## src/pet_timing_pkg.sv

```systemverilog
// PET cycle timing definitions
// Tick positions within one 1 MHz CPU cycle of 16 clk16_i periods
// and the phase bundle sent from the timing block to its users

package pet_timing_pkg;

    localparam int TICKS_PER_CYCLE = 16;                // clk16_i periods per CPU cycle
    localparam int TICK_W          = $clog2(TICKS_PER_CYCLE);

    localparam logic [TICK_W-1:0] TICK_ADDR   = TICK_W'(6);     // Sample address and rw
    localparam logic [TICK_W-1:0] TICK_PHI2   = TICK_W'(8);     // phi2 rises
    localparam logic [TICK_W-1:0] TICK_ACC    = TICK_W'(10);    // RAM strobes start
    localparam logic [TICK_W-1:0] TICK_WE_END = TICK_W'(14);    // Last tick of WE
    localparam logic [TICK_W-1:0] TICK_LAST   = TICK_W'(TICKS_PER_CYCLE - 1);

    typedef enum logic [1:0] {
        PHASE_SETUP  = 2'd0,                            // Ticks 0-7, phi2 low
        PHASE_DECODE = 2'd1,                            // Ticks 8-9
        PHASE_ACCESS = 2'd2                             // Ticks 10-15
    } bus_phase_e;

    typedef struct packed {
        logic [TICK_W-1:0] tick;
        bus_phase_e        phase;
        logic              phi2;
        logic              addr_stb;                    // High on TICK_ADDR
        logic              cycle_end;                   // High on last tick
    } phase_t;

endpackage

```

## src/pet_bus_pkg.sv

```systemverilog
// PET bus definitions
// Address and data widths, the PET memory map and the active-high
// select bundle passed from the decoder to the pin adapter

package pet_bus_pkg;

    localparam int ADDR_W = 16;                 // 6502 address bus
    localparam int DATA_W = 8;                  // 6502 data bus

    // Memory map, upper address bits
    localparam logic [3:0] VRAM_HI  = 4'h8;     // 8000-8FFF video RAM
    localparam logic [7:0] IO_PAGE  = 8'hE8;    // E8xx I/O page

    // Chip offsets within the I/O page, matched on A[7:4]
    localparam logic [3:0] PIA1_OFS = 4'h1;     // E810 keyboard PIA
    localparam logic [3:0] PIA2_OFS = 4'h2;     // E820 IEEE-488 PIA
    localparam logic [3:0] VIA_OFS  = 4'h4;     // E840 user port VIA

    // Region of the current CPU access
    typedef enum logic [1:0] {
        REGION_RAM  = 2'd0,                     // 0000-7FFF
        REGION_VRAM = 2'd1,                     // 8000-8FFF, 1 KB seen four times
        REGION_IO   = 2'd2,                     // E8xx
        REGION_ROM  = 2'd3                      // Rest of 9000-FFFF, write protected
    } region_e;

    // Bus strobes and chip selects, all active high
    typedef struct packed {
        logic ram_oe;                           // RAM drives data bus
        logic ram_we;                           // RAM write strobe
        logic pia1_cs;
        logic pia2_cs;
        logic via_cs;
        logic io_oe;                            // I/O data buffer enable
    } bus_sel_t;

endpackage
```

## src/pet_top.sv

```systemverilog
// PET glue logic pin adapter
// Turns active-low and open-drain pins into active-high signals for the
// core, drives RES as a wired-or output and parks the bus drivers,
// since the FPGA never masters the address or data bus

`timescale 1ns/1ps

module pet_top
    import pet_bus_pkg::*;
(
    input  logic              clk16_i,              // 16 MHz system clock
    input  logic              rst_n_i,

    // System bus
    input  logic [ADDR_W-1:0] bus_addr_15_0_i,      // CPU address
    output logic [ADDR_W-1:0] bus_addr_15_0_o,
    output logic [ADDR_W-1:0] bus_addr_15_0_oe,
    output logic              bus_addr_16_o,        // Output only, CPU has 16 bits
    input  logic [DATA_W-1:0] bus_data_7_0_i,
    output logic [DATA_W-1:0] bus_data_7_0_o,
    output logic [DATA_W-1:0] bus_data_7_0_oe,
    input  logic              bus_rw_ni,            // 0 = write, 1 = read
    output logic              bus_rw_no,
    output logic              bus_rw_noe,

    // CPU
    output logic              cpu_clk_o,            // 1 MHz phi2
    input  logic              cpu_res_ni,           // Open drain, wired-or
    output logic              cpu_res_no,
    output logic              cpu_res_noe,
    input  logic              cpu_irq_ni,           // Open drain
    output logic              cpu_irq_no,
    output logic              cpu_irq_noe,
    input  logic              cpu_nmi_ni,           // Open drain
    output logic              cpu_nmi_no,
    output logic              cpu_nmi_noe,
    output logic              cpu_ready_o,          // 0 = halt
    output logic              cpu_be_o,             // 0 = CPU bus high impedance

    // RAM
    output logic              ram_ce_no,
    output logic              ram_oe_no,
    output logic              ram_we_no,
    output logic [11:10]      ram_addr_o,           // Mirrors video RAM

    // I/O
    output logic              pia1_cs2_no,
    output logic              pia2_cs2_no,
    output logic              via_cs2_no,
    output logic              io_oe_no
);

    bus_sel_t sel;                                  // Active-high selects from core
    logic     cpu_res_i;
    logic     cpu_res_o;

    // No bus mastering, so address, data and rw stay released
    assign bus_addr_15_0_oe = '0;
    assign bus_addr_15_0_o  = '0;
    assign bus_addr_16_o    = 1'b0;
    assign bus_data_7_0_oe  = '0;
    assign bus_data_7_0_o   = '0;
    assign bus_rw_no        = 1'b1;                 // Would read as read if enabled
    assign bus_rw_noe       = 1'b0;

    // Open drain RES, pulled low only while asserted
    assign cpu_res_i   = !cpu_res_ni;
    assign cpu_res_no  = !cpu_res_o;
    assign cpu_res_noe = cpu_res_o;

    // No interrupt sources here, leave IRQ and NMI floating high
    assign cpu_irq_no  = 1'b1;
    assign cpu_irq_noe = 1'b0;
    assign cpu_nmi_no  = 1'b1;
    assign cpu_nmi_noe = 1'b0;

    // RAM always chip-enabled, accesses are strobed by OE and WE
    assign ram_ce_no   = 1'b0;
    assign ram_oe_no   = !sel.ram_oe;
    assign ram_we_no   = !sel.ram_we;
    assign pia1_cs2_no = !sel.pia1_cs;
    assign pia2_cs2_no = !sel.pia2_cs;
    assign via_cs2_no  = !sel.via_cs;
    assign io_oe_no    = !sel.io_oe;

    pet_main #(
        .RESET_CYCLES (8)
    ) u_pet_main (
        .clk16_i     (clk16_i),
        .rst_n_i     (rst_n_i),
        .addr_i      (bus_addr_15_0_i),
        .rw_n_i      (bus_rw_ni),
        .ext_res_i   (cpu_res_i),
        .cpu_clk_o   (cpu_clk_o),
        .sel_o       (sel),
        .ram_addr_o  (ram_addr_o),
        .cpu_res_o   (cpu_res_o),
        .cpu_ready_o (cpu_ready_o),
        .cpu_be_o    (cpu_be_o)
    );

endmodule

```

## src/pet_main.sv

```systemverilog
// PET glue logic core
// Cycle timing, address decode and CPU reset control, all in
// active-high form, with the pin polarity handled one level up

`timescale 1ns/1ps

module pet_main
    import pet_bus_pkg::*;
    import pet_timing_pkg::*;
#(
    parameter int RESET_CYCLES = 8
) (
    input  logic              clk16_i,
    input  logic              rst_n_i,
    input  logic [ADDR_W-1:0] addr_i,
    input  logic              rw_n_i,
    input  logic              ext_res_i,    // RES as seen on the pin
    output logic              cpu_clk_o,
    output bus_sel_t          sel_o,
    output logic [11:10]      ram_addr_o,
    output logic              cpu_res_o,
    output logic              cpu_ready_o,
    output logic              cpu_be_o
);

    phase_t phase;                          // Tick and strobes of current cycle
    logic   run;                            // CPU out of reset

    bus_timing u_bus_timing (
        .clk16_i   (clk16_i),
        .rst_n_i   (rst_n_i),
        .phase_o   (phase),
        .cpu_clk_o (cpu_clk_o)
    );

    addr_decode u_addr_decode (
        .clk16_i    (clk16_i),
        .rst_n_i    (rst_n_i),
        .phase_i    (phase),
        .run_i      (run),
        .addr_i     (addr_i),
        .rw_n_i     (rw_n_i),
        .sel_o      (sel_o),
        .ram_addr_o (ram_addr_o)
    );

    reset_ctrl #(
        .RESET_CYCLES (RESET_CYCLES)
    ) u_reset_ctrl (
        .clk16_i     (clk16_i),
        .rst_n_i     (rst_n_i),
        .phase_i     (phase),
        .ext_res_i   (ext_res_i),
        .cpu_res_o   (cpu_res_o),
        .cpu_ready_o (cpu_ready_o),
        .cpu_be_o    (cpu_be_o),
        .run_o       (run)
    );

endmodule

```

## src/reset_ctrl.sv

```systemverilog
// CPU reset control
// Holds the 6502 in reset for RESET_CYCLES CPU cycles after FPGA reset
// or after an external reset on the wired-or RES line, then lets it run

`timescale 1ns/1ps

module reset_ctrl
    import pet_timing_pkg::*;
#(
    parameter int RESET_CYCLES = 8      // CPU cycles of RES assertion
) (
    input  logic   clk16_i,
    input  logic   rst_n_i,
    input  phase_t phase_i,
    input  logic   ext_res_i,           // RES pin level, active high
    output logic   cpu_res_o,           // Drive RES low
    output logic   cpu_ready_o,
    output logic   cpu_be_o,
    output logic   run_o                // Enables the bus selects
);

    localparam int CNT_W = $clog2(RESET_CYCLES + 1);

    logic [CNT_W-1:0] cnt_q;            // Completed cycles in reset
    logic             res_q;
    logic [1:0]       ext_sync_q;       // RES pin synchronizer
    logic [1:0]       drive_hist_q;     // Own drive, delayed to match sync
    logic             ext_seen;

    // Someone else pulled RES while we were not driving it
    assign ext_seen = ext_sync_q[1] && !drive_hist_q[1] && !res_q;

    always_ff @(posedge clk16_i) begin
        if (!rst_n_i) begin
            ext_sync_q   <= '0;
            drive_hist_q <= '1;         // Driving from reset
        end else begin
            ext_sync_q   <= {ext_sync_q[0], ext_res_i};
            drive_hist_q <= {drive_hist_q[0], res_q};
        end
    end

    always_ff @(posedge clk16_i) begin
        if (!rst_n_i) begin
            res_q <= 1'b1;
            cnt_q <= '0;
        end else if (ext_seen) begin
            res_q <= 1'b1;              // Restart the full reset period
            cnt_q <= '0;
        end else if (res_q && phase_i.cycle_end) begin
            if (cnt_q == CNT_W'(RESET_CYCLES - 1)) begin
                res_q <= 1'b0;          // Release at a cycle boundary
                cnt_q <= '0;
            end else begin
                cnt_q <= cnt_q + CNT_W'(1);
            end
        end
    end

    assign cpu_res_o   = res_q;
    assign cpu_ready_o = !res_q;        // Same edge as RES release
    assign cpu_be_o    = !res_q;
    assign run_o       = !res_q;

endmodule

```

## src/addr_decode.sv

```systemverilog
// PET address decoder
// Captures the CPU address once per cycle, sorts it into RAM, video RAM,
// I/O or ROM and times the RAM strobes and chip selects to the cycle
// Video RAM is 1 KB, mirrored by forcing RAM A[11:10] low

`timescale 1ns/1ps

module addr_decode
    import pet_bus_pkg::*;
    import pet_timing_pkg::*;
(
    input  logic              clk16_i,
    input  logic              rst_n_i,
    input  phase_t            phase_i,
    input  logic              run_i,        // Low while CPU held in reset
    input  logic [ADDR_W-1:0] addr_i,       // CPU address pins
    input  logic              rw_n_i,       // 1 = read, 0 = write
    output bus_sel_t          sel_o,
    output logic [11:10]      ram_addr_o    // Replaces A[11:10] at the RAM
);

    region_e           region_d;
    region_e           region_q;            // Region of current cycle
    logic              rw_n_q;
    logic [3:0]        io_ofs_q;            // A[7:4], picks the I/O chip
    logic [TICK_W-1:0] tick_nxt;
    logic              win_phi2;            // Next tick in 8-15
    logic              win_acc;             // Next tick in 10-15
    logic              win_we;              // Next tick in 10-14
    logic              is_io;
    logic              is_ram;              // RAM or video RAM, both writable
    bus_sel_t          sel_d;

    // Classify the live address pins
    always_comb begin
        if (!addr_i[ADDR_W-1]) begin
            region_d = REGION_RAM;
        end else if (addr_i[ADDR_W-1 -: 4] == VRAM_HI) begin
            region_d = REGION_VRAM;
        end else if (addr_i[ADDR_W-1 -: 8] == IO_PAGE) begin
            region_d = REGION_IO;
        end else begin
            region_d = REGION_ROM;          // Everything else from 9000 up
        end
    end

    // Address phase capture at tick 6, held until the next tick 6
    always_ff @(posedge clk16_i) begin
        if (phase_i.addr_stb) begin
            region_q   <= region_d;
            rw_n_q     <= rw_n_i;
            io_ofs_q   <= addr_i[7:4];
            ram_addr_o <= (region_d == REGION_VRAM) ? 2'b00 : addr_i[11:10];
        end
    end

    // Selects are registered, so the windows test the coming tick
    // 16 ticks fill the counter, so the add wraps from 15 to 0
    assign tick_nxt = phase_i.tick + TICK_W'(1);
    assign win_phi2 = (tick_nxt >= TICK_PHI2);
    assign win_acc  = (tick_nxt >= TICK_ACC);
    assign win_we   = win_acc && (tick_nxt <= TICK_WE_END);

    assign is_io  = (region_q == REGION_IO);
    assign is_ram = (region_q == REGION_RAM) || (region_q == REGION_VRAM);

    always_comb begin
        sel_d = '0;
        if (run_i) begin
            sel_d.io_oe   = win_phi2 && is_io;  // Any E8xx access
            sel_d.pia1_cs = win_phi2 && is_io && (io_ofs_q == PIA1_OFS);
            sel_d.pia2_cs = win_phi2 && is_io && (io_ofs_q == PIA2_OFS);
            sel_d.via_cs  = win_phi2 && is_io && (io_ofs_q == VIA_OFS);
            sel_d.ram_oe  = win_acc && rw_n_q && !is_io;    // RAM, VRAM and ROM reads
            sel_d.ram_we  = win_we && !rw_n_q && is_ram;    // ROM stays write protected
        end
    end

    always_ff @(posedge clk16_i) begin
        if (!rst_n_i) begin
            sel_o <= '0;
        end else begin
            sel_o <= sel_d;
        end
    end

endmodule

```

## src/bus_timing.sv

```systemverilog
// CPU cycle timing
// Divides the 16 MHz clock into 16-tick CPU cycles, drives the
// 1 MHz CPU clock and decodes the tick into phase and strobes

`timescale 1ns/1ps

module bus_timing
    import pet_timing_pkg::*;
(
    input  logic   clk16_i,             // 16 MHz system clock
    input  logic   rst_n_i,
    output phase_t phase_o,             // Tick, phase and strobes
    output logic   cpu_clk_o            // 1 MHz phi2 to the 6502
);

    logic [TICK_W-1:0] tick_q;          // Position within the CPU cycle
    logic [TICK_W-1:0] tick_nxt;
    bus_phase_e        phase;

    // Wrap after the last tick of the cycle
    assign tick_nxt = (tick_q == TICK_LAST) ? '0 : tick_q + TICK_W'(1);

    always_ff @(posedge clk16_i) begin
        if (!rst_n_i) begin
            tick_q    <= '0;            // Tick 0 on first cycle out of reset
            cpu_clk_o <= 1'b0;
        end else begin
            tick_q    <= tick_nxt;
            // Look ahead one tick so the pin is high exactly on ticks 8-15
            cpu_clk_o <= (tick_nxt >= TICK_PHI2);
        end
    end

    // Coarse phase of the cycle
    always_comb begin
        if (tick_q < TICK_PHI2) begin
            phase = PHASE_SETUP;        // Address settling, phi2 low
        end else if (tick_q < TICK_ACC) begin
            phase = PHASE_DECODE;       // Selects up, RAM not yet strobed
        end else begin
            phase = PHASE_ACCESS;
        end
    end

    always_comb begin
        phase_o.tick      = tick_q;
        phase_o.phase     = phase;
        phase_o.phi2      = (tick_q >= TICK_PHI2);  // Matches cpu_clk_o
        phase_o.addr_stb  = (tick_q == TICK_ADDR);
        phase_o.cycle_end = (tick_q == TICK_LAST);
    end

endmodule

```

## config.mk

```make
export PLATFORM = sky130hd
export DESIGN_NAME = pet_top
export DESIGN_NICKNAME = d
export VERILOG_FILES = /design/src/pet_timing_pkg.sv /design/src/pet_bus_pkg.sv /design/src/pet_top.sv /design/src/pet_main.sv /design/src/reset_ctrl.sv /design/src/addr_decode.sv /design/src/bus_timing.sv
export SDC_FILE = /design/constraint.sdc
export NUM_CORES = 1
export LEC_CHECK = 0
export BUFFER_PORTS_ARGS = -buffer_cell sky130_fd_sc_hd__buf_2
export CAP_MARGIN = 30
export CORE_MARGIN = 2
export CORE_UTILIZATION = 40
export CTS_BUF_LIST = sky130_fd_sc_hd__clkbuf_4
export CTS_CLUSTER_SIZE = 28
export DETAILED_ROUTE_END_ITERATION = 8
export MAX_ROUTING_LAYER = met4
export PLACE_DENSITY = 0.75
export SLEW_MARGIN = 20
export SYNTH_ARGS = -nofsm -noshare
export SYNTH_HDL_FRONTEND = slang
export SYNTH_SLANG_ARGS = --single-unit
```

## constraint.sdc

```tcl
create_clock -name clk16_i -period 2 [get_ports clk16_i]
set_input_delay 0.2 -clock clk16_i [delete_from_list [all_inputs] [get_ports clk16_i]]
set_output_delay 0.2 -clock clk16_i [all_outputs]
set_load 0.05 [all_outputs]
```

Yosys cells after proc, flatten, opt, wreduce, memory -nomap -nowiden
Index checks and enable logic that the tools add are counted.

word-level totals
  register bits after elaboration = 29
  input bits = 30
  output and inout bits = 69
  logic and storage cells = 67

operators by class
  add/subtract/negate cells = 2
  magnitude comparators = 4
  equal/unequal tests = 11
  muxes and demuxes = 5
  bitwise logic cells = 1
  reductions and logical operators = 28

operator list
  operator                                        number
  == test 4 x 3 -> 1 bit (second input constant)  3
  >= comparator 4 bit (second input constant)     3
  logical AND 1 bit                               12
  zero test 1 bit                                 11
  adder 4 x 1 -> 4 bit (second input constant)    2
  == test 4 bit (second input constant)           2
  == test 8 bit (second input constant)           1
  two-way mux 4 bit                               2
  == test 2 x 1 -> 1 bit (second input constant)  2
  == test 4 x 1 -> 1 bit (second input constant)  1
  == test 4 x 2 -> 1 bit (second input constant)  1
  <= comparator 4 bit (second input constant)     1
  two-way mux 2 bit                               2
  OR reduction 2 bit                              2
  == test 2 bit (second input constant)           1
  zero test 2 bit                                 1
  AND reduction 2 bit                             1
  logical OR 1 bit                                1
  two-way mux 1 bit                               1
  inverter 1 bit                                  1

Longest topological paths before layout
Gate-level depths: netlist (run 1).

  word-level depth = 5
  mapped depth = 4
  gate-level depth less buffers = 4

Cells and area by module
A second synthesis (run 1) with hierarchy kept.

second synthesis, totals
  cell total of the unflattened synthesis = 174
  area, all modules = 1624.1 um2

by module, submodules not included
  module       instances  cells an instance  area an instance (um2)
  addr_decode  1          50                 613.1
  pet_top      1          66                 457.9
  reset_ctrl   1          36                 342.8
  bus_timing   1          22                 210.2

Worst setup path before layout (run 1)
No wires, ideal clock.

  path kind = register to register
  start = register u_pet_main.u_bus_timing.cpu_clk_o (netlist name)
  end = register u_pet_main.u_addr_decode.io_ofs_q[0] (enable)
  setup time = 389 ps
  data arrival time = 1364 ps
  required time = 1611 ps
  setup slack = 247 ps
  cell stages (with the launch flop) = 2
  path buffers = 0
  period minus slack after synthesis = 1753 ps
  cells stage by stage = dfxtp_1 nor3b_1

RTL lines
  item                  RTL line           RTL
  to (signal assigned)  addr_decode.sv:52  io_ofs_q <= addr_i[7:4];
  to (decl)             addr_decode.sv:25  logic [3:0] io_ofs_q;

Final worst setup path (run 1)
  start = register u_pet_main.u_bus_timing.tick_q[0]
  end = register u_pet_main.u_reset_ctrl.cnt_q[3]

on the way
  longest elaborated chain between the ends = 2

ends and longest elaborated chain
  item                    RTL line          RTL
  from (decl)             bus_timing.sv:16  logic [TICK_W-1:0] tick_q;
  from (signal assigned)  bus_timing.sv:28  tick_q <= tick_nxt;
  == test 4 bit           bus_timing.sv:50  phase_o.cycle_end = (tick_q == TICK_LAST);
  logical AND 1 bit       reset_ctrl.sv:50  end else if (res_q && phase_i.cycle_end) begin
  to (signal assigned)    reset_ctrl.sv:55  cnt_q <= cnt_q + CNT_W'(1);
  to (decl)               reset_ctrl.sv:24  logic [CNT_W-1:0] cnt_q;

No other way between the ends.
A chain may end at the register's enable or synchronous reset.

==> flow_metrics.py, run 1 <==
metrics = {
    "clock_tree": {
        "clock_tree.htree_level_count": 1,
        "clkSlewWorstSetupHoldPaths_ns": 0.15,
        "ctsResizeCount": 0,
        "cts_max_path_bufs": 2,
        "cts_made_buffers": 3,
        "cts_root_buf": "sky130_fd_sc_hd__clkbuf_4",
        "tritoncts": "built",
        "clk_latency_ns": 0.33,
        "clock_sinks": 28,
    },
    "synthesis": {
        "syn_inst": 160,
        "ys_seq_area_share_pct": 42.07,
        "synthesis.area_um2": 1546,
        "ys_ff_latch": 28,
        "synth_edf_count": 9,
        "count_of_unique_library_cells_instantiated_by_yosys": 32,
        "synth-warning-count": 0,
        "ys.flop_type": "sky130_fd_sc_hd__dfxtp_1",
        "synth_async_sr_flop_share_pct": 0,
        "syn_area_cell_um2": 9.666,
    },
    "floorplanning": {
        "design.core.area_um2": 3689,
        "dieHeight_um": 66.18,
        "dieArea_um2": 4380,
        "placementRows": 22,
        "start_util_pct": 41.93,
        "top_level_pins": 99,
        "die_x_um": 66.18,
    },
    "setup_path": {
        "critical-path-max-stage-delay_ns": 0.49,
        "worstSetupStartpointType": "register",
        "critical_path_class": "reg2reg",
        "worst-r2r-cell-count": 4,
        "critical_path_peak_fanout": 8,
        "kind_of_end_point_of_the_critical_path": "register",
        "crit_path_cell_trace": "ha_1 -> nand4_4 -> or4_1 -> a21oi_1",
        "critical_path.slowest_cell": "sky130_fd_sc_hd__or4_1",
        "cp.required_ns": 2.27,
        "critPathArrivalTime_ns": 1.90,
    },
    "routing": {
        "drt-vias-per-instance": 3.966,
        "drc_viols": 0,
        "drt_first_pass_iters": 4,
        "route.vias.total": 940,
        "drt_iter0_markers": 65,
        "avgRoutedWirePerCell_um": 8.662,
        "route.antenna.remaining_nets": 0,
        "wl_um": 2053,
    },
    "sta": {
        "worstMarginPinSlew_ns": 0.5067,
        "timing.hold.ws_ns": 0.03412,
        "unrepaired_setup_endpoints_after_global_routing": "no",
        "final_hold_viol_count": 0,
        "fmax_ghz": 0.6158,
        "clock_skew_ns": 0.004642,
        "finalCritPeriodShare_pct": 81.20,
        "max-slew-margin-rel_pct": 65.25,
        "final_max_slew_viol_count": 0,
        "setup_total_negative_slack_ns": 0,
        "setup_viol": 0,
        "postLayoutSetupSlackWorst_ns": 0.3760,
        "finalWorstPathRequiredPeriod_ns": 1.624,
    },
    "grt": {
        "first_pass_grt_wire_length_um": 3339,
        "grt_remaining_overflow": 0,
        "grt_start_max_net_pins": 17,
        "first_global_vias": 786,
        "grt_util_all_layers_pct": 10.28,
        "number_of_antenna_violations_at_the_first_check_in_global_routing": 0,
    },
    "placement": {
        "numPortBuffers": 28,
        "routabilityCongestion": 0.7407,
        "pre_cts_ws_ns": 0.4219,
        "hpwlAfterDp_um": 1597,
    },
    "power": {
        "logic_gate_share_of_total_power_pct": 22.4,
        "switching_share_pct": 34.29,
        "netSwitchingPower_mw": 0.4296,
        "power.sequential.fraction_pct": 48.2,
        "power.static_leakage_nw": 0.7047,
        "power.density_nw_per_um2": 793.5,
        "power.clock.fraction_pct": 29.4,
        "internal_power_mw": 0.8233,
        "irDropWorstVdd_mv": 0.4369,
    },
    "final_layout": {
        "syn_to_final_growth_pct": 2.103,
        "nets": 223,
        "register_area_um2": 650.6,
        "drive_gt1_share_pct": 22.22,
        "multi_input_area_um2": 620.6,
        "n_antenna_cell": 0,
        "number_of_fill_cells": 385,
        "most_common_cell_after_layout_fill_and_taps_aside": "sky130_fd_sc_hd__conb_1",
        "final_cell_mix": "sky130_fd_sc_hd__conb_1 (56), sky130_fd_sc_hd__buf_2 (28), sky130_fd_sc_hd__dfxtp_1 (19), sky130_fd_sc_hd__inv_1 (10), sky130_fd_sc_hd__edfxtp_1 (9)",
    },
    "min_path": {
        "min-delay-path-class": "in2reg",
        "worstHoldPathCells": 1,
    },
    "outcome": {
        "status": "completed",
    },
    "flow_run": {
        "max-cap-violations": 0,
    },
}
## cell families (layout without fill, tap and decap cells)
group / count (synthesis) / in the layout / synth area share, %
compound gates: 15 / 15 / 6.068
xor+xnor: 1 / 1 / 0.5664
fa+ha+maj: 3 / 3 / 2.427
buf+inv: 69 / 44 / 30.91
flops: 28 / 28 / 42.07
mux: 2 / 2 / 1.295
other cells: 2 / 56 / 0.4856
simple gates: 40 / 40 / 16.18
## worst max-delay path: cells and delay by family, from the launching register on
kind                     cells  cell delay (ns)
AO/OA/AOI/OAI                1             0.14
flip-flops                   1             0.46
adder cells (fa/ha/maj)      1             0.31
AND/OR/NAND/NOR              2             0.66
## routing by layer
metal | wire, um | vias to the layer above | share of wire (%) | global-route usage, %
met5 | 0 | - | 0 | -
met4 | 12 | 0 | 0.58 | 1.531
met3 | 203 | 2 | 9.9 | 4.600
met2 | 1008 | 42 | 49 | 17.38
met1 | 829 | 421 | 40 | 11.42
li1 | - | 475 | - | -
## state kept, by name, indices dropped and copies added (netlist names)
name / count
u_pet_main.u_reset_ctrl.cnt_q: 4
u_pet_main.u_bus_timing.cpu_clk_o: 1
u_pet_main.u_addr_decode.sel_o: 6
u_pet_main.u_reset_ctrl.ext_sync_q: 2
u_pet_main.u_addr_decode.io_ofs_q: 4
u_pet_main.u_addr_decode.region_q: 2
u_pet_main.u_bus_timing.tick_q: 3
u_pet_main.u_reset_ctrl.drive_hist_q: 2
u_pet_main.u_reset_ctrl.cpu_res_o: 1
u_pet_main.u_addr_decode.ram_addr_o: 2
u_pet_main.u_addr_decode.rw_n_q: 1
## timing repair
item                                   in CTS  in global routing
setup buffers                               0                  0
endpoints found under the hold margin       1                  0
hold buffers                                1                  0
## through the flow
step | total power [mW] | cell area [um2] | instances | util, %
after floorplan | 0.9562 | 1749 | 214 | -
after global placement | 0.8917 | 1516 | 232 | 41.11
after detailed placement | 0.8927 | 1516 | 232 | 41.11
after CTS | 1.262 | 1579 | 237 | 42.81
after global routing | 1.303 | 1579 | 237 | 42.81
final | 1.253 | 1579 | 237 | 42.81
## power groups by stage
stage | Sequential (mW) | Clock (mW) | Combinational (mW)
after floorplan | 0.615 | 0 | 0.341
after global placement | 0.615 | 0 | 0.276
after detailed placement | 0.616 | 0 | 0.277
after CTS | 0.604 | 0.379 | 0.279
after global routing | 0.606 | 0.403 | 0.295
final | 0.604 | 0.369 | 0.280
## cell type report
cell class / instances / area share (%)
clock buffer: 3 / 1.426
inverter: 10 / 2.377
multi-input combinational: 117 / 39.30
clock inverter: 1 / 1.902
timing repair buffer: 30 / 9.984
sequential: 28 / 41.20
tap: 48 / 3.803
## synthesized netlist by cell type, drive strengths merged, types with 2 or more instances
| library cell | count | share of area [%] |
|---|---|---|
| buf | 59 | 28 |
| dfxtp | 19 | 25 |
| inv | 10 | 2.4 |
| edfxtp | 9 | 17 |
| nand2 | 7 | 1.7 |
| nor2 | 6 | 1.5 |
| a21oi | 4 | 1.3 |
| nand3 | 4 | 1.3 |
| o21ai | 4 | 1.3 |
| a21boi | 3 | 1.5 |
| ha | 3 | 2.4 |
| nor2b | 3 | 1.2 |
| nor3 | 3 | 0.97 |
| or4b | 3 | 1.9 |
| a211oi | 2 | 0.97 |
| conb | 2 | 0.49 |
| mux2i | 2 | 1.3 |
| nand2b | 2 | 0.81 |
| nor3b | 2 | 0.97 |
| or3b | 2 | 1.1 |
## worst paths after layout
path                                                                    startpoint                                            endpoint  slack (ns)
worst min register to register  u_pet_main.u_reset_ctrl.drive_hist_q[0]$_SDFF_PN1_  u_pet_main.u_reset_ctrl.drive_hist_q[1]$_SDFF_PN1_        0.42
worst max-delay path                  u_pet_main.u_bus_timing.tick_q[0]$_SDFF_PN0_       u_pet_main.u_reset_ctrl.cnt_q[3]$_SDFFE_PP0P_        0.38
worst max register to register        u_pet_main.u_bus_timing.tick_q[0]$_SDFF_PN0_       u_pet_main.u_reset_ctrl.cnt_q[3]$_SDFFE_PP0P_        0.38
worst min-delay path                                            bus_addr_15_0_i[6]      u_pet_main.u_addr_decode.io_ofs_q[2]$_DFFE_PN_        0.03
No activity file was read; power rests on OpenSTA's default activity.
==> run 2: changes to the inputs <==
==> constraint.sdc (replaced) <==
create_clock -name clk16_i -period 1.65 [get_ports clk16_i]
set_input_delay 0.165 -clock clk16_i [delete_from_list [all_inputs] [get_ports clk16_i]]
set_output_delay 0.165 -clock clk16_i [all_outputs]
set_load 0.05 [all_outputs]
==> run 2 against run 1 <==
Net effect:
- fmax is 6.9% higher
- critical path depth stayed put
- worst setup slack worse by 0.25 ns
- final cell count is 2.1% higher
- via count is 4.4% higher
- die area stayed put
- global-route usage is 0.11 points lower
- critical path type unchanged
- largest power group unchanged
==> flow_metrics.py, run 2 (same netlist as run 1, synthesis figures left out) <==
metrics = {
    "final_layout": {
        "nets": 228,
        "number_of_fill_cells": 380,
        "reg_top3": "u_pet_main.u_addr_decode.sel_o (6), u_pet_main.u_addr_decode.io_ofs_q (4), u_pet_main.u_reset_ctrl.cnt_q (4)",
        "instances_no_fill": 242,
        "top_register": "u_pet_main.u_addr_decode.sel_o",
        "final_cell_area_um2": 1638,
        "drive_gt1_share_pct": 23.20,
        "final_cell_mix": "sky130_fd_sc_hd__conb_1 (56), sky130_fd_sc_hd__buf_2 (28), sky130_fd_sc_hd__dfxtp_1 (18), sky130_fd_sc_hd__inv_1 (10), sky130_fd_sc_hd__edfxtp_1 (9)",
        "postLayoutCoreUtil_pct": 44.40,
        "syn_to_final_growth_pct": 5.906,
        "n_antenna_cell": 0,
        "most_common_cell_after_layout_fill_and_taps_aside": "sky130_fd_sc_hd__conb_1",
        "largest_register_ffs": 6,
    },
    "sta": {
        "setup_viol": 0,
        "fmax_ghz": 0.6583,
        "clock_skew_ns": 0.003724,
        "timing.hold.ws_ns": 0.09010,
        "final_max_slew_viol_count": 0,
        "setup_total_negative_slack_ns": 0,
        "final_hold_viol_count": 0,
        "postLayoutSetupSlackWorst_ns": 0.1309,
        "finalWorstPathRequiredPeriod_ns": 1.519,
        "max-slew-margin-rel_pct": 55.59,
        "worstMarginPinSlew_ns": 0.6632,
        "finalCritPeriodShare_pct": 92.07,
        "unrepaired_setup_endpoints_after_global_routing": "no",
    },
    "placement": {
        "numPortBuffers": 28,
        "pre_cts_ws_ns": 0.06934,
        "hpwlAfterDp_um": 1589,
        "numPlacedInstances": 232,
        "routabilityCongestion": 0.7866,
        "place_area_um2": 1521,
    },
    "routing": {
        "drt_first_pass_iters": 4,
        "route.antenna.remaining_nets": 0,
        "drt-vias-per-instance": 4.054,
        "drt_iter0_markers": 26,
        "avgRoutedWirePerCell_um": 8.442,
        "drc_viols": 0,
        "wl_um": 2043,
        "route.vias.total": 981,
    },
    "grt": {
        "grt_start_max_net_pins": 17,
        "first_global_vias": 775,
        "number_of_antenna_violations_at_the_first_check_in_global_routing": 0,
        "grt_remaining_overflow": 0,
        "grt_util_all_layers_pct": 10.17,
        "first_pass_grt_wire_length_um": 3312,
    },
    "clock_tree": {
        "tritoncts": "built",
        "cts_root_buf": "sky130_fd_sc_hd__clkbuf_4",
        "clock_tree.htree_level_count": 1,
        "clock_sinks": 28,
        "postCtsSetupRepairBufs": 0,
        "cts_max_path_bufs": 2,
        "cts_made_buffers": 3,
        "clkSlewWorstSetupHoldPaths_ns": 0.14,
        "clk_latency_ns": 0.32,
    },
    "outcome": {
        "status": "completed",
    },
    "floorplanning": {
        "design.core.area_um2": 3689,
        "placementRows": 22,
        "start_util_pct": 41.93,
        "die_x_um": 66.18,
        "top_level_pins": 99,
        "dieHeight_um": 66.18,
        "dieArea_um2": 4380,
    },
    "setup_path": {
        "critical_path_peak_fanout": 8,
        "kind_of_end_point_of_the_critical_path": "register",
        "critical_path_class": "reg2reg",
        "critical_path.slowest_cell": "sky130_fd_sc_hd__or4_1",
        "critPathArrivalTime_ns": 1.79,
        "critical-path-max-stage-delay_ns": 0.49,
        "cp.required_ns": 1.92,
        "path_buf_inv": 0,
        "top_delay_family_on_crit_path": "simple AND/OR/NAND/NOR gates",
        "worstSetupStartpointType": "register",
        "crit_path_cell_trace": "ha_2 -> nand4_4 -> or4_1 -> a21oi_1",
    },
    "power": {
        "irDropWorstVdd_mv": 0.3198,
        "power.density_nw_per_um2": 928.8,
        "design_power_mw": 1.521,
        "power.static_leakage_nw": 0.7240,
    },
    "flow_run": {
        "max-cap-violations": 0,
    },
    "min_path": {
        "min-delay-path-class": "in2reg",
    },
}
[run 2: timing repair]
| item | 4_1_cts | 5_1_grt |
|---|---|---|
| setup endpoints to repair | 0 | 3 |
| hold buffers | 5 | 1 |
| resized for setup | 0 | 2 |
| endpoints found under the hold margin | 5 | 1 |
[run 2: worst paths after layout]
path                                                                    startpoint                                                 end  slack [ns]  cells past startpoint
worst max-delay path                  u_pet_main.u_bus_timing.tick_q[1]$_SDFF_PN0_       u_pet_main.u_reset_ctrl.cnt_q[3]$_SDFFE_PP0P_        0.13                      4
worst min-delay path                                                       rst_n_i  u_pet_main.u_reset_ctrl.drive_hist_q[0]$_SDFF_PN1_        0.09                      2
worst max register to register        u_pet_main.u_bus_timing.tick_q[1]$_SDFF_PN0_       u_pet_main.u_reset_ctrl.cnt_q[3]$_SDFFE_PP0P_        0.13                      4
worst min register to register  u_pet_main.u_reset_ctrl.drive_hist_q[0]$_SDFF_PN1_  u_pet_main.u_reset_ctrl.drive_hist_q[1]$_SDFF_PN1_        0.43                      1
[run 2: final cells by class]
cell class | count | area, um2 | area share [%]
multi-input cells | 117 | 628.1 | 38.35
flip-flops and latches | 28 | 651.9 | 39.80
clock buffers | 3 | 22.52 | 1.375
clock inverters | 1 | 30.03 | 1.833
well taps | 48 | 60.06 | 3.667
inverters | 10 | 37.54 | 2.292
repair buffers | 35 | 207.7 | 12.68
[run 2: worst register-to-register path, cell delays in order (launching register included)]
cell                      delay, ns
sky130_fd_sc_hd__dfxtp_1       0.42
sky130_fd_sc_hd__ha_2          0.27
sky130_fd_sc_hd__nand4_4       0.16
sky130_fd_sc_hd__or4_1         0.49
sky130_fd_sc_hd__a21oi_1       0.14
[run 2: power breakdown]
| part | switching, mW | internal, mW | total (mW) |
|---|---|---|---|
| Sequential | 0.00844 | 0.721 | 0.730 |
| Combinational | 0.313 | 0.0408 | 0.353 |
| Clock | 0.192 | 0.246 | 0.438 |
[run 2: metal layers]
metal	wire length (um)	GRT usage, %
met1	824	12.62
met2	1007	16.00
met3	175	1.022
met4	36	6.122
met5	0	-
==> run 3: changes to the inputs <==
--- a/config.mk
+++ b/config.mk
@@ -13,8 +13,9 @@
 export CTS_CLUSTER_SIZE = 28
 export DETAILED_ROUTE_END_ITERATION = 8
 export MAX_ROUTING_LAYER = met4
-export PLACE_DENSITY = 0.75
+export PLACE_DENSITY = 0.74
 export SLEW_MARGIN = 20
 export SYNTH_ARGS = -nofsm -noshare
 export SYNTH_HDL_FRONTEND = slang
+export SYNTH_HIERARCHICAL = 1
 export SYNTH_SLANG_ARGS = --single-unit
==> run 3 against run 2 <==
Net effect:
- clock power is 31% lower
- core utilization decreased by 1.4 points
- wire length is 11% higher
- synthesized area is 3.8% higher
- clock skew rose by 0.0029 ns
- hold slack better by 0.0029 ns
- synthesized cell count increased by 6.9%
- count of clock-buffer cells in the layout is 1 higher
- final area grew 3.6%
- register-to-register slack got worse by 0.03 ns
- worst setup slack lost 0.027 ns
- sequential power about the same
- critical path type unchanged
==> flow_metrics.py, run 3 <==
metrics = {
    "synthesis": {
        "synthesis.area_um2": 1605,
        "synth-warning-count": 6,
        "syn_inst": 171,
        "syn_area_cell_um2": 9.388,
    },
    "setup_path": {
        "critical-path-max-stage-delay_ns": 0.48,
        "top_delay_family_on_crit_path": "simple AND/OR/NAND/NOR gates",
        "crit_path_cell_trace": "ha_1 -> and3_2 -> nand2_2 -> or4_1 -> a21oi_1",
        "path_buf_inv": 0,
        "kind_of_end_point_of_the_critical_path": "register",
        "critPathArrivalTime_ns": 1.82,
        "cp.required_ns": 1.92,
        "critical_path_peak_fanout": 8,
        "worstSetupStartpointType": "register",
        "critical_path.slowest_cell": "sky130_fd_sc_hd__or4_1",
        "critical_path_class": "reg2reg",
    },
    "grt": {
        "grt_util_all_layers_pct": 11.02,
        "number_of_antenna_violations_at_the_first_check_in_global_routing": 0,
        "grt_start_max_net_pins": 16,
        "first_pass_grt_wire_length_um": 3560,
        "first_global_vias": 845,
        "grt_remaining_overflow": 0,
    },
    "clock_tree": {
        "tritoncts": "built",
        "postCtsSetupRepairBufs": 0,
        "clkSlewWorstSetupHoldPaths_ns": 0.14,
        "clock_sinks": 28,
        "clk_latency_ns": 0.32,
        "cts_root_buf": "sky130_fd_sc_hd__clkbuf_4",
        "clock_tree.htree_level_count": 1,
        "cts_made_buffers": 3,
        "cts_max_path_bufs": 2,
    },
    "sta": {
        "fmax_ghz": 0.6469,
        "final_max_slew_viol_count": 0,
        "setup_viol": 0,
        "finalWorstPathRequiredPeriod_ns": 1.546,
        "finalCritPeriodShare_pct": 93.69,
        "final_hold_viol_count": 0,
        "timing.hold.ws_ns": 0.09298,
        "postLayoutSetupSlackWorst_ns": 0.1041,
        "max-slew-margin-rel_pct": 62.82,
        "setup_total_negative_slack_ns": 0,
        "unrepaired_setup_endpoints_after_global_routing": "no",
        "clock_skew_ns": 0.006627,
        "worstMarginPinSlew_ns": 0.5529,
    },
    "routing": {
        "avgRoutedWirePerCell_um": 8.761,
        "route.antenna.remaining_nets": 0,
        "drt-vias-per-instance": 3.927,
        "drt_first_pass_iters": 4,
        "route.vias.total": 1017,
        "drc_viols": 0,
        "wl_um": 2269,
        "drt_iter0_markers": 35,
    },
    "placement": {
        "hpwlAfterDp_um": 1710,
        "routabilityCongestion": 0.7890,
        "numPlacedInstances": 250,
        "pre_cts_ws_ns": 0.05008,
        "numPortBuffers": 28,
    },
    "floorplanning": {
        "top_level_pins": 99,
        "dieArea_um2": 4536,
        "placementRows": 23,
        "die_x_um": 67.35,
        "dieHeight_um": 67.35,
        "design.core.area_um2": 3943,
        "start_util_pct": 40.72,
    },
    "final_layout": {
        "final_cell_mix": "sky130_fd_sc_hd__conb_1 (56), sky130_fd_sc_hd__buf_2 (28), sky130_fd_sc_hd__dfxtp_1 (16), sky130_fd_sc_hd__inv_1 (14), sky130_fd_sc_hd__edfxtp_1 (9)",
        "nets": 244,
        "most_common_cell_after_layout_fill_and_taps_aside": "sky130_fd_sc_hd__conb_1",
        "instances_no_fill": 259,
        "drive_gt1_share_pct": 23.92,
        "n_antenna_cell": 0,
        "reg_top3": "u_pet_main/u_addr_decode/sel_o (6), u_pet_main/u_addr_decode/io_ofs_q (4), u_pet_main/u_reset_ctrl/cnt_q (4)",
        "top_register": "u_pet_main/u_addr_decode/sel_o",
        "syn_to_final_growth_pct": 5.690,
        "largest_register_ffs": 6,
    },
    "flow_run": {
        "max-cap-violations": 0,
    },
    "outcome": {
        "status": "completed",
    },
    "power": {
        "irDropWorstVdd_mv": 0.3330,
        "power.density_nw_per_um2": 828.7,
        "power.static_leakage_nw": 0.8058,
    },
    "min_path": {
        "min-delay-path-class": "in2reg",
    },
}
-- run 3: layer usage --
metal	GRT usage [%]	vias up	wire, um
li1	-	522	-
met1	12.41	449	964
met2	17.82	44	1114
met3	1.833	2	155
met4	7.653	0	34
met5	-	-	0
-- run 3: per-stage QoR --
step	cell area (um2)	total power, mW	utilization, %
after global placement	1615	1.104	40.97
after detailed placement	1615	1.107	40.97
after CTS	1685	1.419	42.75
final	1697	1.406	43.03
after global routing	1697	1.469	43.03
after floorplan	1810	1.170	-
-- run 3: area by class of cell --
type / count / area, um2
clock buffers: 4 / 30.03
fillers: 393 / 2246
inverters: 14 / 52.55
multi-input cells: 124 / 661.9
flip-flops and latches: 28 / 654.4
well taps: 50 / 62.56
repair buffers: 39 / 235.2
-- run 3: worst reg2reg max path: stages (launching register included) --
cell,delay [ns]
sky130_fd_sc_hd__dfxtp_2,0.43
sky130_fd_sc_hd__ha_1,0.18
sky130_fd_sc_hd__and3_2,0.20
sky130_fd_sc_hd__nand2_2,0.08
sky130_fd_sc_hd__or4_1,0.48
sky130_fd_sc_hd__a21oi_1,0.13
-- run 3: path summary, 6_finish.rpt --
| kind | startpoint | end | slack, ns | cells after the start |
|---|---|---|---|---|
| worst max-delay path | u_pet_main/u_bus_timing/tick_q[1]$_SDFF_PN0_ | u_pet_main/u_reset_ctrl/cnt_q[3]$_SDFFE_PP0P_ | 0.10 | 5 |
| worst min-delay path | cpu_res_ni | u_pet_main/u_reset_ctrl/ext_sync_q[0]$_SDFF_PN0_ | 0.09 | 3 |
| worst max register to register | u_pet_main/u_bus_timing/tick_q[1]$_SDFF_PN0_ | u_pet_main/u_reset_ctrl/cnt_q[3]$_SDFFE_PP0P_ | 0.10 | 5 |
| worst min register to register | u_pet_main/u_reset_ctrl/drive_hist_q[0]$_SDFF_PN1_ | u_pet_main/u_reset_ctrl/drive_hist_q[1]$_SDFF_PN1_ | 0.44 | 1 |
-- run 3: what timing repair did --
| action | CTS | global route |
|---|---|---|
| hold buffers | 4 | 1 |
| resized for setup | 0 | 1 |
| endpoints found under the setup margin | 0 | 2 |
| hold endpoints to repair | 4 | 1 |
-- run 3: where the power goes --
group	total, mW	internal (mW)	switching (mW)	leakage [nW]
combinational	0.374	0.0531	0.320	0.552
sequential	0.732	0.722	0.00993	0.236
clock	0.301	0.111	0.190	0.0184
total	1.41	0.886	0.520	0.806
